<file path="src/logic/commit_csr_pkg.sv">
package commit_csr_pkg;

    // Datapath widths
    localparam int XLEN          = 64;
    localparam int CSR_ADDR_SIZE = 12;
    localparam int REG_ADDR_SIZE = 5;

    // Vector length granted when vsetvl asks for the maximum
    localparam int VLMAX = 64;

    typedef logic [XLEN-1:0]          bus64_t;
    typedef logic [CSR_ADDR_SIZE-1:0] csr_addr_t;
    typedef logic [REG_ADDR_SIZE-1:0] reg_addr_t;

    // Trap vector loaded into mtvec at reset
    localparam bus64_t RESET_VECTOR = 64'h0000_0000_0000_0100;

    // Implemented CSR addresses
    localparam csr_addr_t ADDR_FFLAGS   = 12'h001;
    localparam csr_addr_t ADDR_VXSAT    = 12'h009;
    localparam csr_addr_t ADDR_MTVEC    = 12'h305;
    localparam csr_addr_t ADDR_MSCRATCH = 12'h340;
    localparam csr_addr_t ADDR_MEPC     = 12'h341;
    localparam csr_addr_t ADDR_MCAUSE   = 12'h342;
    localparam csr_addr_t ADDR_MTVAL    = 12'h343;
    localparam csr_addr_t ADDR_MINSTRET = 12'hB02;
    localparam csr_addr_t ADDR_VL       = 12'hC20;
    localparam csr_addr_t ADDR_VTYPE    = 12'hC21;

    // Instruction classes seen at commit
    typedef enum logic [4:0] {
        ALU,
        CSRRW,
        CSRRS,
        CSRRC,
        CSRRWI,
        CSRRSI,
        CSRRCI,
        ECALL,
        EBREAK,
        MRET,
        WFI,
        FENCE,
        FENCE_I,
        SFENCE_VMA,
        VSETVL,
        VSETVLI,
        VSETIVLI
    } instr_type_t;

    typedef enum logic [1:0] {
        NOT_MEM,
        LOAD,
        STORE,
        AMO
    } mem_type_t;

    // Commands understood by the CSR file
    typedef enum logic [3:0] {
        CSR_CMD_NOPE,
        CSR_CMD_WRITE,
        CSR_CMD_RW,
        CSR_CMD_READ,
        CSR_CMD_SET,
        CSR_CMD_CLEAR,
        CSR_CMD_SYS,
        CSR_CMD_VSETVL,
        CSR_CMD_VSETVLMAX
    } csr_cmd_t;

    // IEEE 754 exception flags, same bit order as fflags
    typedef struct packed {
        logic NV;
        logic DZ;
        logic OF;
        logic UF;
        logic NX;
    } fp_status_t;

    // One commit slot of the graduation list
    typedef struct packed {
        logic        valid;
        logic        ex_valid;        // Slot carries an exception
        instr_type_t instr_type;
        mem_type_t   mem_type;
        reg_addr_t   rd;
        reg_addr_t   rs1;             // Also the 5-bit immediate of CSR*I
        bus64_t      pc;
        fp_status_t  fp_status;
        logic        vs_ovf;          // Saturating vector op overflowed
        logic        fregfile_we;     // Writes the FP register file
        logic        stall_csr_fence;
    } gl_instruction_t;

    typedef struct packed {
        bus64_t cause;
        bus64_t origin;               // Faulting address or value for mtval
    } exception_t;

endpackage

</file>
<file path="src/logic/csr_req_if.sv">
`timescale 1ns/1ps

interface csr_req_if;
    import commit_csr_pkg::*;

    // Request, valid while ena is high
    logic       ena;
    csr_cmd_t   cmd;
    csr_addr_t  addr;
    bus64_t     wdata;            // Exception origin when ena is low
    logic       exception;
    bus64_t     xcpt_cause;
    bus64_t     pc;
    logic [1:0] retire;
    fp_status_t fp_status;
    logic       vxsat;
    logic       freg_modified;

    // Same-cycle response
    bus64_t     rdata;
    logic       illegal;

    modport requester (
        output ena, cmd, addr, wdata, exception, xcpt_cause, pc, retire,
               fp_status, vxsat, freg_modified,
        input  rdata, illegal
    );

    modport responder (
        input  ena, cmd, addr, wdata, exception, xcpt_cause, pc, retire,
               fp_status, vxsat, freg_modified,
        output rdata, illegal
    );

endinterface

</file>
<file path="src/logic/csr_interface.sv">
`timescale 1ns/1ps

module csr_interface (
    input  logic                                  commit_xcpt_i,      // Exception at commit
    input  commit_csr_pkg::bus64_t                result_gl_i,
    input  commit_csr_pkg::csr_addr_t             csr_addr_gl_i,
    input  commit_csr_pkg::csr_addr_t             vsetvl_vtype_i,
    input  commit_csr_pkg::gl_instruction_t [1:0] instruction_to_commit_i,
    input  logic                                  commit_store_or_amo_i,
    input  logic                                  mem_commit_stall_i, // Held at mem stage
    input  commit_csr_pkg::exception_t            exception_mem_commit_i,
    input  commit_csr_pkg::exception_t            exception_gl_i,
    output logic                                  csr_ena_int_o,
    output logic [1:0]                            retire_inst_o,
    csr_req_if.requester                          req
);
    import commit_csr_pkg::*;

    gl_instruction_t slot0;
    gl_instruction_t slot1;

    logic       csr_ena;
    csr_cmd_t   csr_cmd;
    csr_addr_t  csr_addr;
    bus64_t     csr_data;
    bus64_t     imm_data;
    logic       slot1_serial;   // Slot 1 must commit alone
    logic       commit_2_blocked;
    logic [1:0] csr_retire;

    assign slot0 = instruction_to_commit_i[0];
    assign slot1 = instruction_to_commit_i[1];

    assign imm_data = {{(XLEN-REG_ADDR_SIZE){1'b0}}, slot0.rs1};

    // Slot 0 decode into a CSR command
    always_comb begin
        csr_ena  = 1'b0;
        csr_cmd  = CSR_CMD_NOPE;
        csr_addr = csr_addr_gl_i;
        csr_data = '0;
        if (slot0.valid && !slot0.ex_valid) begin
            case (slot0.instr_type)
                CSRRW, CSRRWI: begin
                    csr_ena = 1'b1;
                    csr_cmd = (slot0.rd == '0) ? CSR_CMD_WRITE : CSR_CMD_RW;
                end
                CSRRS, CSRRSI: begin
                    csr_ena = 1'b1;
                    csr_cmd = (slot0.rs1 == '0) ? CSR_CMD_READ : CSR_CMD_SET;
                end
                CSRRC, CSRRCI: begin
                    csr_ena = 1'b1;
                    csr_cmd = (slot0.rs1 == '0) ? CSR_CMD_READ : CSR_CMD_CLEAR;
                end
                ECALL, EBREAK, MRET, WFI, SFENCE_VMA: begin
                    csr_ena = 1'b1;
                    csr_cmd = CSR_CMD_SYS;
                end
                VSETVL, VSETVLI: begin
                    csr_ena  = 1'b1;
                    csr_cmd  = (slot0.rs1 == '0) ? CSR_CMD_VSETVLMAX : CSR_CMD_VSETVL;
                    csr_addr = vsetvl_vtype_i;
                end
                VSETIVLI: begin
                    csr_ena  = 1'b1;
                    csr_cmd  = CSR_CMD_VSETVL;    // Immediate AVL never asks for max
                    csr_addr = vsetvl_vtype_i;
                end
                default: csr_ena = 1'b0;
            endcase

            // Register forms and vsetvl take the ALU result
            case (slot0.instr_type)
                CSRRWI, CSRRSI, CSRRCI:             csr_data = imm_data;
                CSRRW, CSRRS, CSRRC,
                VSETVL, VSETVLI, VSETIVLI:          csr_data = result_gl_i;
                default:                            csr_data = '0;
            endcase
        end
    end

    // Instructions that serialize commit when they sit in slot 1
    always_comb begin
        case (slot1.instr_type)
            CSRRW, CSRRS, CSRRC, CSRRWI, CSRRSI, CSRRCI,
            ECALL, EBREAK, MRET, WFI,
            FENCE, FENCE_I, SFENCE_VMA,
            VSETVL, VSETVLI, VSETIVLI: slot1_serial = 1'b1;
            default:                   slot1_serial = 1'b0;
        endcase
    end

    assign commit_2_blocked = csr_ena
                            || !slot1.valid || slot1.ex_valid || slot1_serial
                            || (slot1.mem_type == STORE) || (slot1.mem_type == AMO)
                            || slot1.stall_csr_fence;

    // An excepting slot 0 leaves the pipe but does not count
    always_comb begin
        retire_inst_o = 2'b00;
        csr_retire    = 2'b00;
        if (slot0.valid && commit_xcpt_i) begin
            retire_inst_o = 2'b01;
        end else if (slot0.valid && !mem_commit_stall_i) begin
            retire_inst_o = commit_2_blocked ? 2'b01 : 2'b11;
            csr_retire    = retire_inst_o;
        end
    end

    assign csr_ena_int_o = csr_ena;

    assign req.ena  = csr_ena;
    assign req.cmd  = csr_cmd;
    assign req.addr = csr_ena ? csr_addr : '0;

    // Without a CSR access the data field carries the exception origin
    assign req.wdata = csr_ena ? csr_data :
                       commit_store_or_amo_i ? exception_mem_commit_i.origin :
                                               exception_gl_i.origin;

    assign req.xcpt_cause = commit_store_or_amo_i ? exception_mem_commit_i.cause
                                                  : exception_gl_i.cause;

    assign req.exception = commit_xcpt_i;
    assign req.pc        = slot0.pc;
    assign req.retire    = csr_retire;

    // Status gathered from whichever slots leave commit
    assign req.fp_status = (slot0.fp_status & {5{retire_inst_o[0]}})
                         | (slot1.fp_status & {5{retire_inst_o[1]}});

    assign req.vxsat = (retire_inst_o[0] & slot0.vs_ovf)
                     | (retire_inst_o[1] & slot1.vs_ovf);

    assign req.freg_modified = (retire_inst_o[0] & slot0.fregfile_we)
                             | (retire_inst_o[1] & slot1.fregfile_we);

endmodule

</file>
<file path="src/logic/csr_file.sv">
`timescale 1ns/1ps

module csr_file (
    input  logic                   clk_i,
    input  logic                   arst_n_i,
    csr_req_if.responder           req,
    output logic                   fs_dirty_o,        // Sticky FP state dirty
    output logic                   redirect_valid_o,
    output commit_csr_pkg::bus64_t redirect_pc_o
);
    import commit_csr_pkg::*;

    // Architectural state
    bus64_t     mscratch_q, mepc_q, mcause_q, mtval_q, mtvec_q;
    bus64_t     vl_q, vtype_q, minstret_q;
    logic [4:0] fflags_q;
    logic       vxsat_q;

    // Next state
    bus64_t     mscratch_d, mepc_d, mcause_d, mtval_d, mtvec_d;
    bus64_t     vl_d, vtype_d, minstret_d;
    logic [4:0] fflags_d;
    logic       vxsat_d;

    bus64_t     csr_rval;
    logic       addr_known;
    logic       csr_access;       // Command touches the addressed CSR
    logic       csr_we;
    logic       vl_we;
    bus64_t     csr_wval;
    logic [4:0] fp_flags;
    logic [1:0] retire_cnt;

    // Read mux
    always_comb begin
        addr_known = 1'b1;
        case (req.addr)
            ADDR_MSCRATCH: csr_rval = mscratch_q;
            ADDR_MEPC:     csr_rval = mepc_q;
            ADDR_MCAUSE:   csr_rval = mcause_q;
            ADDR_MTVAL:    csr_rval = mtval_q;
            ADDR_MTVEC:    csr_rval = mtvec_q;
            ADDR_FFLAGS:   csr_rval = {{(XLEN-5){1'b0}}, fflags_q};
            ADDR_VXSAT:    csr_rval = {{(XLEN-1){1'b0}}, vxsat_q};
            ADDR_VL:       csr_rval = vl_q;
            ADDR_VTYPE:    csr_rval = vtype_q;
            ADDR_MINSTRET: csr_rval = minstret_q;
            default: begin
                csr_rval   = '0;
                addr_known = 1'b0;
            end
        endcase
    end

    assign csr_access = req.ena && (req.cmd != CSR_CMD_SYS) && (req.cmd != CSR_CMD_NOPE);

    assign req.rdata   = csr_rval;
    assign req.illegal = csr_access && !addr_known;

    // Read-modify-write value
    always_comb begin
        case (req.cmd)
            CSR_CMD_SET:   csr_wval = csr_rval | req.wdata;
            CSR_CMD_CLEAR: csr_wval = csr_rval & ~req.wdata;
            default:       csr_wval = req.wdata;    // WRITE and RW
        endcase
    end

    assign csr_we = csr_access && addr_known
                 && ((req.cmd == CSR_CMD_WRITE) || (req.cmd == CSR_CMD_RW)
                 ||  (req.cmd == CSR_CMD_SET)   || (req.cmd == CSR_CMD_CLEAR));

    assign vl_we = csr_access && addr_known
                && ((req.cmd == CSR_CMD_VSETVL) || (req.cmd == CSR_CMD_VSETVLMAX));

    assign fp_flags   = req.fp_status;
    assign retire_cnt = {1'b0, req.retire[0]} + {1'b0, req.retire[1]};

    // An explicit write beats the accumulators
    always_comb begin
        mscratch_d = mscratch_q;
        mepc_d     = mepc_q;
        mcause_d   = mcause_q;
        mtval_d    = mtval_q;
        mtvec_d    = mtvec_q;
        vl_d       = vl_q;
        vtype_d    = vtype_q;
        fflags_d   = fflags_q | fp_flags;
        vxsat_d    = vxsat_q | req.vxsat;
        minstret_d = minstret_q + {{(XLEN-2){1'b0}}, retire_cnt};

        if (req.exception) begin
            // Trap entry updates no addressed CSR
            mcause_d = req.xcpt_cause;
            mepc_d   = req.pc;
            mtval_d  = req.wdata;
        end else if (csr_we) begin
            case (req.addr)
                ADDR_MSCRATCH: mscratch_d = csr_wval;
                ADDR_MEPC:     mepc_d     = csr_wval;
                ADDR_MCAUSE:   mcause_d   = csr_wval;
                ADDR_MTVAL:    mtval_d    = csr_wval;
                ADDR_MTVEC:    mtvec_d    = csr_wval;
                ADDR_FFLAGS:   fflags_d   = csr_wval[4:0];
                ADDR_VXSAT:    vxsat_d    = csr_wval[0];
                ADDR_VL:       vl_d       = csr_wval;
                ADDR_VTYPE:    vtype_d    = csr_wval;
                ADDR_MINSTRET: minstret_d = csr_wval;
                default:       ;
            endcase
        end else if (vl_we) begin
            vl_d = (req.cmd == CSR_CMD_VSETVLMAX) ? bus64_t'(VLMAX) : req.wdata;
        end
    end

    always_ff @(posedge clk_i or negedge arst_n_i) begin
        if (!arst_n_i) begin
            mscratch_q <= '0;
            mepc_q     <= '0;
            mcause_q   <= '0;
            mtval_q    <= '0;
            mtvec_q    <= RESET_VECTOR;
            vl_q       <= '0;
            vtype_q    <= '0;
            fflags_q   <= '0;
            vxsat_q    <= 1'b0;
            minstret_q <= '0;
            fs_dirty_o <= 1'b0;
        end else begin
            mscratch_q <= mscratch_d;
            mepc_q     <= mepc_d;
            mcause_q   <= mcause_d;
            mtval_q    <= mtval_d;
            mtvec_q    <= mtvec_d;
            vl_q       <= vl_d;
            vtype_q    <= vtype_d;
            fflags_q   <= fflags_d;
            vxsat_q    <= vxsat_d;
            minstret_q <= minstret_d;
            if (req.freg_modified) begin
                fs_dirty_o <= 1'b1;       // Cleared only by reset
            end
        end
    end

    // Traps go to mtvec and every other system op to mepc
    assign redirect_valid_o = req.exception || (req.ena && (req.cmd == CSR_CMD_SYS));
    assign redirect_pc_o    = req.exception ? mtvec_q : mepc_q;

endmodule

</file>
<file path="src/logic/commit_csr_top.sv">
`timescale 1ns/1ps

module commit_csr_top (
    input  logic                                  clk_i,
    input  logic                                  arst_n_i,
    input  logic                                  commit_xcpt_i,
    input  commit_csr_pkg::bus64_t                result_gl_i,
    input  commit_csr_pkg::csr_addr_t             csr_addr_gl_i,
    input  commit_csr_pkg::csr_addr_t             vsetvl_vtype_i,
    input  commit_csr_pkg::gl_instruction_t [1:0] instruction_to_commit_i,
    input  logic                                  commit_store_or_amo_i,
    input  logic                                  mem_commit_stall_i,
    input  commit_csr_pkg::exception_t            exception_mem_commit_i,
    input  commit_csr_pkg::exception_t            exception_gl_i,
    output logic [1:0]                            retire_inst_o,
    output logic                                  csr_ena_int_o,
    output commit_csr_pkg::bus64_t                csr_rdata_o,
    output logic                                  csr_illegal_o,
    output logic                                  fs_dirty_o,
    output logic                                  redirect_valid_o,
    output commit_csr_pkg::bus64_t                redirect_pc_o
);

    csr_req_if csr_req ();

    // Commit stage decoder
    csr_interface i_csr_interface (
        .commit_xcpt_i          (commit_xcpt_i),
        .result_gl_i            (result_gl_i),
        .csr_addr_gl_i          (csr_addr_gl_i),
        .vsetvl_vtype_i         (vsetvl_vtype_i),
        .instruction_to_commit_i(instruction_to_commit_i),
        .commit_store_or_amo_i  (commit_store_or_amo_i),
        .mem_commit_stall_i     (mem_commit_stall_i),
        .exception_mem_commit_i (exception_mem_commit_i),
        .exception_gl_i         (exception_gl_i),
        .csr_ena_int_o          (csr_ena_int_o),
        .retire_inst_o          (retire_inst_o),
        .req                    (csr_req.requester)
    );

    // Machine-mode CSRs
    csr_file i_csr_file (
        .clk_i           (clk_i),
        .arst_n_i        (arst_n_i),
        .req             (csr_req.responder),
        .fs_dirty_o      (fs_dirty_o),
        .redirect_valid_o(redirect_valid_o),
        .redirect_pc_o   (redirect_pc_o)
    );

    // Same-cycle response back to the core
    assign csr_rdata_o   = csr_req.rdata;
    assign csr_illegal_o = csr_req.illegal;

endmodule

</file>
<file path="config.mk">
export PLATFORM = sky130hd
export DESIGN_NAME = commit_csr_top
export DESIGN_NICKNAME = d
export VERILOG_FILES = /design/src/logic/commit_csr_pkg.sv /design/src/logic/csr_req_if.sv /design/src/logic/csr_interface.sv /design/src/logic/csr_file.sv /design/src/logic/commit_csr_top.sv
export SDC_FILE = /design/constraint.sdc
export NUM_CORES = 1
export LEC_CHECK = 0
export BUFFER_PORTS_ARGS = -buffer_cell sky130_fd_sc_hd__buf_2
export CELL_PAD_IN_SITES_DETAIL_PLACEMENT = 1
export CELL_PAD_IN_SITES_GLOBAL_PLACEMENT = 2
export CORE_AREA = 2 2 308 310
export CTS_CLUSTER_DIAMETER = 150
export DETAILED_ROUTE_END_ITERATION = 12
export DIE_AREA = 0 0 310 312
export PLACE_DENSITY_LB_ADDON = 0.1
export SLEW_MARGIN = 20
export SYNTH_ARGS = -nofsm -noshare
export SYNTH_HDL_FRONTEND = slang
export SYNTH_SLANG_ARGS = --single-unit
</file>
<file path="constraint.sdc">
create_clock -name clk_i -period 5.9 [get_ports clk_i]
set_input_delay 1.77 -clock clk_i [delete_from_list [all_inputs] [get_ports clk_i]]
set_output_delay 1.77 -clock clk_i [all_outputs]
set_load 0.02 [all_outputs]
</file>
==> results.json <==
{
  "synth_most_common_cell": "o21ai_0",
  "reg2reg_from": "i_csr_file.minstret_q[11]",
  "nFillCells": 10762,
  "slowest_delay_ps": 400,
  "initial_core_util": 0.339,
  "yosys-top-cells-area": "dfrtp_1 (41%), mux2i_1 (10%), o21ai_0 (8.4%)",
  "r2r_cells": 9,
  "die_y_um": 312,
  "antenna_left": 0,
  "synth_ff_type": "dfrtp_1",
  "cts_buffers": 61,
  "cp-end-kind": "primary output",
  "fin_ws_ps": -20.0,
  "slew_violations": 0,
  "crit_type": "input pin to primary output",
  "wl_um": 139000,
  "failed_checks": "negative setup slack",
  "placedInstanceArea_mm2": 0.0375,
  "leakage_uw": 0.0183,
  "ys_async_sr_fraction": 1.00,
  "peakVddDrop_mv": 0.239,
  "grt_remaining_overflow": 0,
  "grt_pass1_wl_um": 206000,
  "drc": 0,
  "period_share": 1.00,
  "path_clk_slew_ps": 60,
  "syn_nets": 4004,
  "fp-row-count": 112,
  "synth_edf_count": 0,
  "cts_tree": "yes",
  "worst_setup_path_start_kind": "input pin",
  "clock_skew_ps": 38.9,
  "yosys_warnings": 0,
  "synth-adder-area-share": 0.00139,
  "max_freq_mhz": 169,
  "path_buf_inv": 6,
  "synthTopCellsByCount": "o21ai_0 (529), dfrtp_1 (518), nand2_1 (448)",
  "vias_per_cell": 5.61,
  "worstPathCellList": "buf_8 > or3b_4 > o211ai_1 > a211oi_2 > and3_4 > buf_6 > buf_12 > a22o_1 > a2111oi_2 > buf_4 > inv_2 > buf_6",
  "synth.distinct_cells": 89,
  "grt_pass1_vias": 31697,
  "fin_nets": 4673,
  "crit_top_cell": "buf_6",
  "cap_violations": 0,
  "critical_path_required_ps": 4130,
  "clk_latency_ps": 660,
  "yosys.area.top_type": "dfrtp_1",
  "crit_family": "compound AO/OA/AOI/OAI gates",
  "mappedNetlistArea_mm2": 0.0315,
  "post_drt_wl_per_cell_um": 25.6,
  "hold_slack_ps": 482,
  "stdcell_area_mm2": 0.0417,
  "pre_cts_slack_ps": -461,
  "fin_crit_ps": 5920,
  "fin_tns_setup_ps": -33.5,
  "die_area_mm2": 0.0967,
  "syn_area_per_cell_um2": 9.08,
  "crit_path_max_fanout": 7,
  "gp_congestion": 0.846,
  "setup_violations": 4,
  "yosys.area_share.simple": 0.140,
  "cts_buffer_depth": 3,
  "areaGrowthSynthToFinish_pct": 32.4,
  "hold_depth": 1,
  "port_buffers": 586,
  "cts.htree.levels": 2,
  "layout-drive-gt1-share": 0.320,
  "status": "finished with violations",
  "hpwl_um": 93400,
  "first_pass_iters": 5,
  "grt_usage": 0.280,
  "synth_top_cell_area_share": 0.411,
  "synthMuxAreaShare": 0.141,
  "worst_pin_slew_ps": 1170,
  "r2r_setup_slack_ps": 2220,
  "synth_compound_gate_area_share": 0.241,
  "synth_xor_area_frac": 0.0175,
  "vias": 30557,
  "hold_path.class": "flip-flop to flip-flop",
  "rr_endpoint": "i_csr_file.minstret_q[63]",
  "ys_ff_latch": 519,
  "synth_top_family_by_area": "compound AO/OA/AOI/OAI gates",
  "core_mm2": 0.0930,
  "hp-start": "i_csr_file.fs_dirty_o",
  "crit_slowest_cell": "or3b_4",
  "rsz0062_at_grt": "true",
  "io_pins": 665,
  "die_x_um": 310,
  "antenna_found_initial": 4,
  "grt_max_degree": 127,
  "syn_inst": 3471,
  "max-slew-margin-rel": 0.208,
  "whs_endpoint": "i_csr_file.fs_dirty_o",
  "diodes": 0,
  "cts.sinks": 519,
  "timing_hold_violations_final": 0,
  "hold_buffers": 0,
  "cp.arrival_ps": 4150,
  "seq_area_frac_synth": 0.412,
  "cts_root_buf": "clkbuf_16",
  "power.density_mw_per_mm2": 217,
  "detail_route.iter0.violations": 1929
}
-- kinds of logic (layout without fill, tap and decap cells) --
logic type,Yosys count,count (layout)
fa+ha+maj,3,3
simple gates,1009,1009
compound gates,1125,1125
mux,429,429
buf+inv,323,1042
xor+xnor,63,63
flops,519,519
-- timing repair --
| action | in CTS | in global routing |
|---|---|---|
| setup endpoints to repair | 64 | 65 |
| pin swaps | 24 | 35 |
| buffers inserted | 27 | 24 |
| endpoints found under the hold margin | 0 | 0 |
| cloned | 6 | 4 |
| gates resized for setup | 185 | 150 |
-- metrics by stage --
stage | utilization | power (uW) | instances
floorplan | - | 4560 | 3471
global placement | 0.403 | 5190 | 5274
detailed placement | 0.403 | 5210 | 5274
CTS | 0.437 | 9110 | 5417
global route | 0.448 | 9420 | 5444
finish | 0.448 | 9040 | 5444
-- report_power, final --
part,switching (uW),total [uW],internal [uW]
combinational,838,1360,527
clock,1620,3830,2210
sequential,126,3850,3720
-- worst register-to-register path, stage by stage (launching register included) --
cell and delay [ps]:
dfrtp_1 450, and3_1 290, nand4_1 200, nor4_1 870, nand3_1 580, nor4_2 320, buf_4 260, nand4_1 230
xor2_1 220, o21ai_0 160
-- worst max-delay path by stage --
stage,from,to,depth (start not counted)
after floorplan,instruction_to_commit_i[84],i_csr_file.minstret_q[56],20
after global placement,vsetvl_vtype_i[4],csr_rdata_o[20],10
after detailed placement,vsetvl_vtype_i[4],csr_rdata_o[18],10
after CTS,instruction_to_commit_i[84],csr_rdata_o[4],16
after global routing,instruction_to_commit_i[87],csr_rdata_o[4],12
final,instruction_to_commit_i[87],csr_rdata_o[4],12
-- routing by layer --
metal  GRT usage  vias up  routed length, um
met1       0.377    15381              62100
li1            -    14075                  -
met5           0        -                 11
met4      0.0745        2               3840
met2       0.466      885              65900
met3      0.0435      214               7470
-- layout by cell type, fill, tap and decap left out, drive strengths merged, types with 6 or more instances in the layout --
master   count
a21o        60
a21oi       87
a221oi      68
a22o        70
a22oi      167
and2         8
and3        21
buf        897
clkbuf      98
clkinv      14
dfrtp      518
inv         25
mux2       110
mux2i      319
nand2      448
nand2b      13
nand3      155
nand4       24
nor2       274
nor3        13
nor4         9
nor4b        8
o2111ai     66
o211ai       6
o21a         6
o21ai      544
o31ai        8
or2          6
xnor2       44
xor2        19
-- flip-flops by register name, indices dropped and copies added, names as in the netlist --
name and flops:
i_csr_file.mcause_q 64, i_csr_file.mepc_q 64, i_csr_file.minstret_q 64, i_csr_file.mscratch_q 64, i_csr_file.mtval_q 64, i_csr_file.mtvec_q 64, i_csr_file.vl_q 64, i_csr_file.vtype_q 64
i_csr_file.fflags_q 5, i_csr_file.fs_dirty_o 1, i_csr_file.vxsat_q 1
-- layout make-up --
cell class | instances | area, um2 | area share
multi-input combinational | 2629 | 18200 | 0.437
sequential | 519 | 13000 | 0.312
timing repair buffer | 905 | 6860 | 0.165
clock buffer | 93 | 1750 | 0.0419
tap | 1254 | 1570 | 0.0376
clock inverter | 20 | 235 | 0.00564
inverter | 24 | 95.1 | 0.00228
No activity file was read; power rests on OpenSTA's default activity.
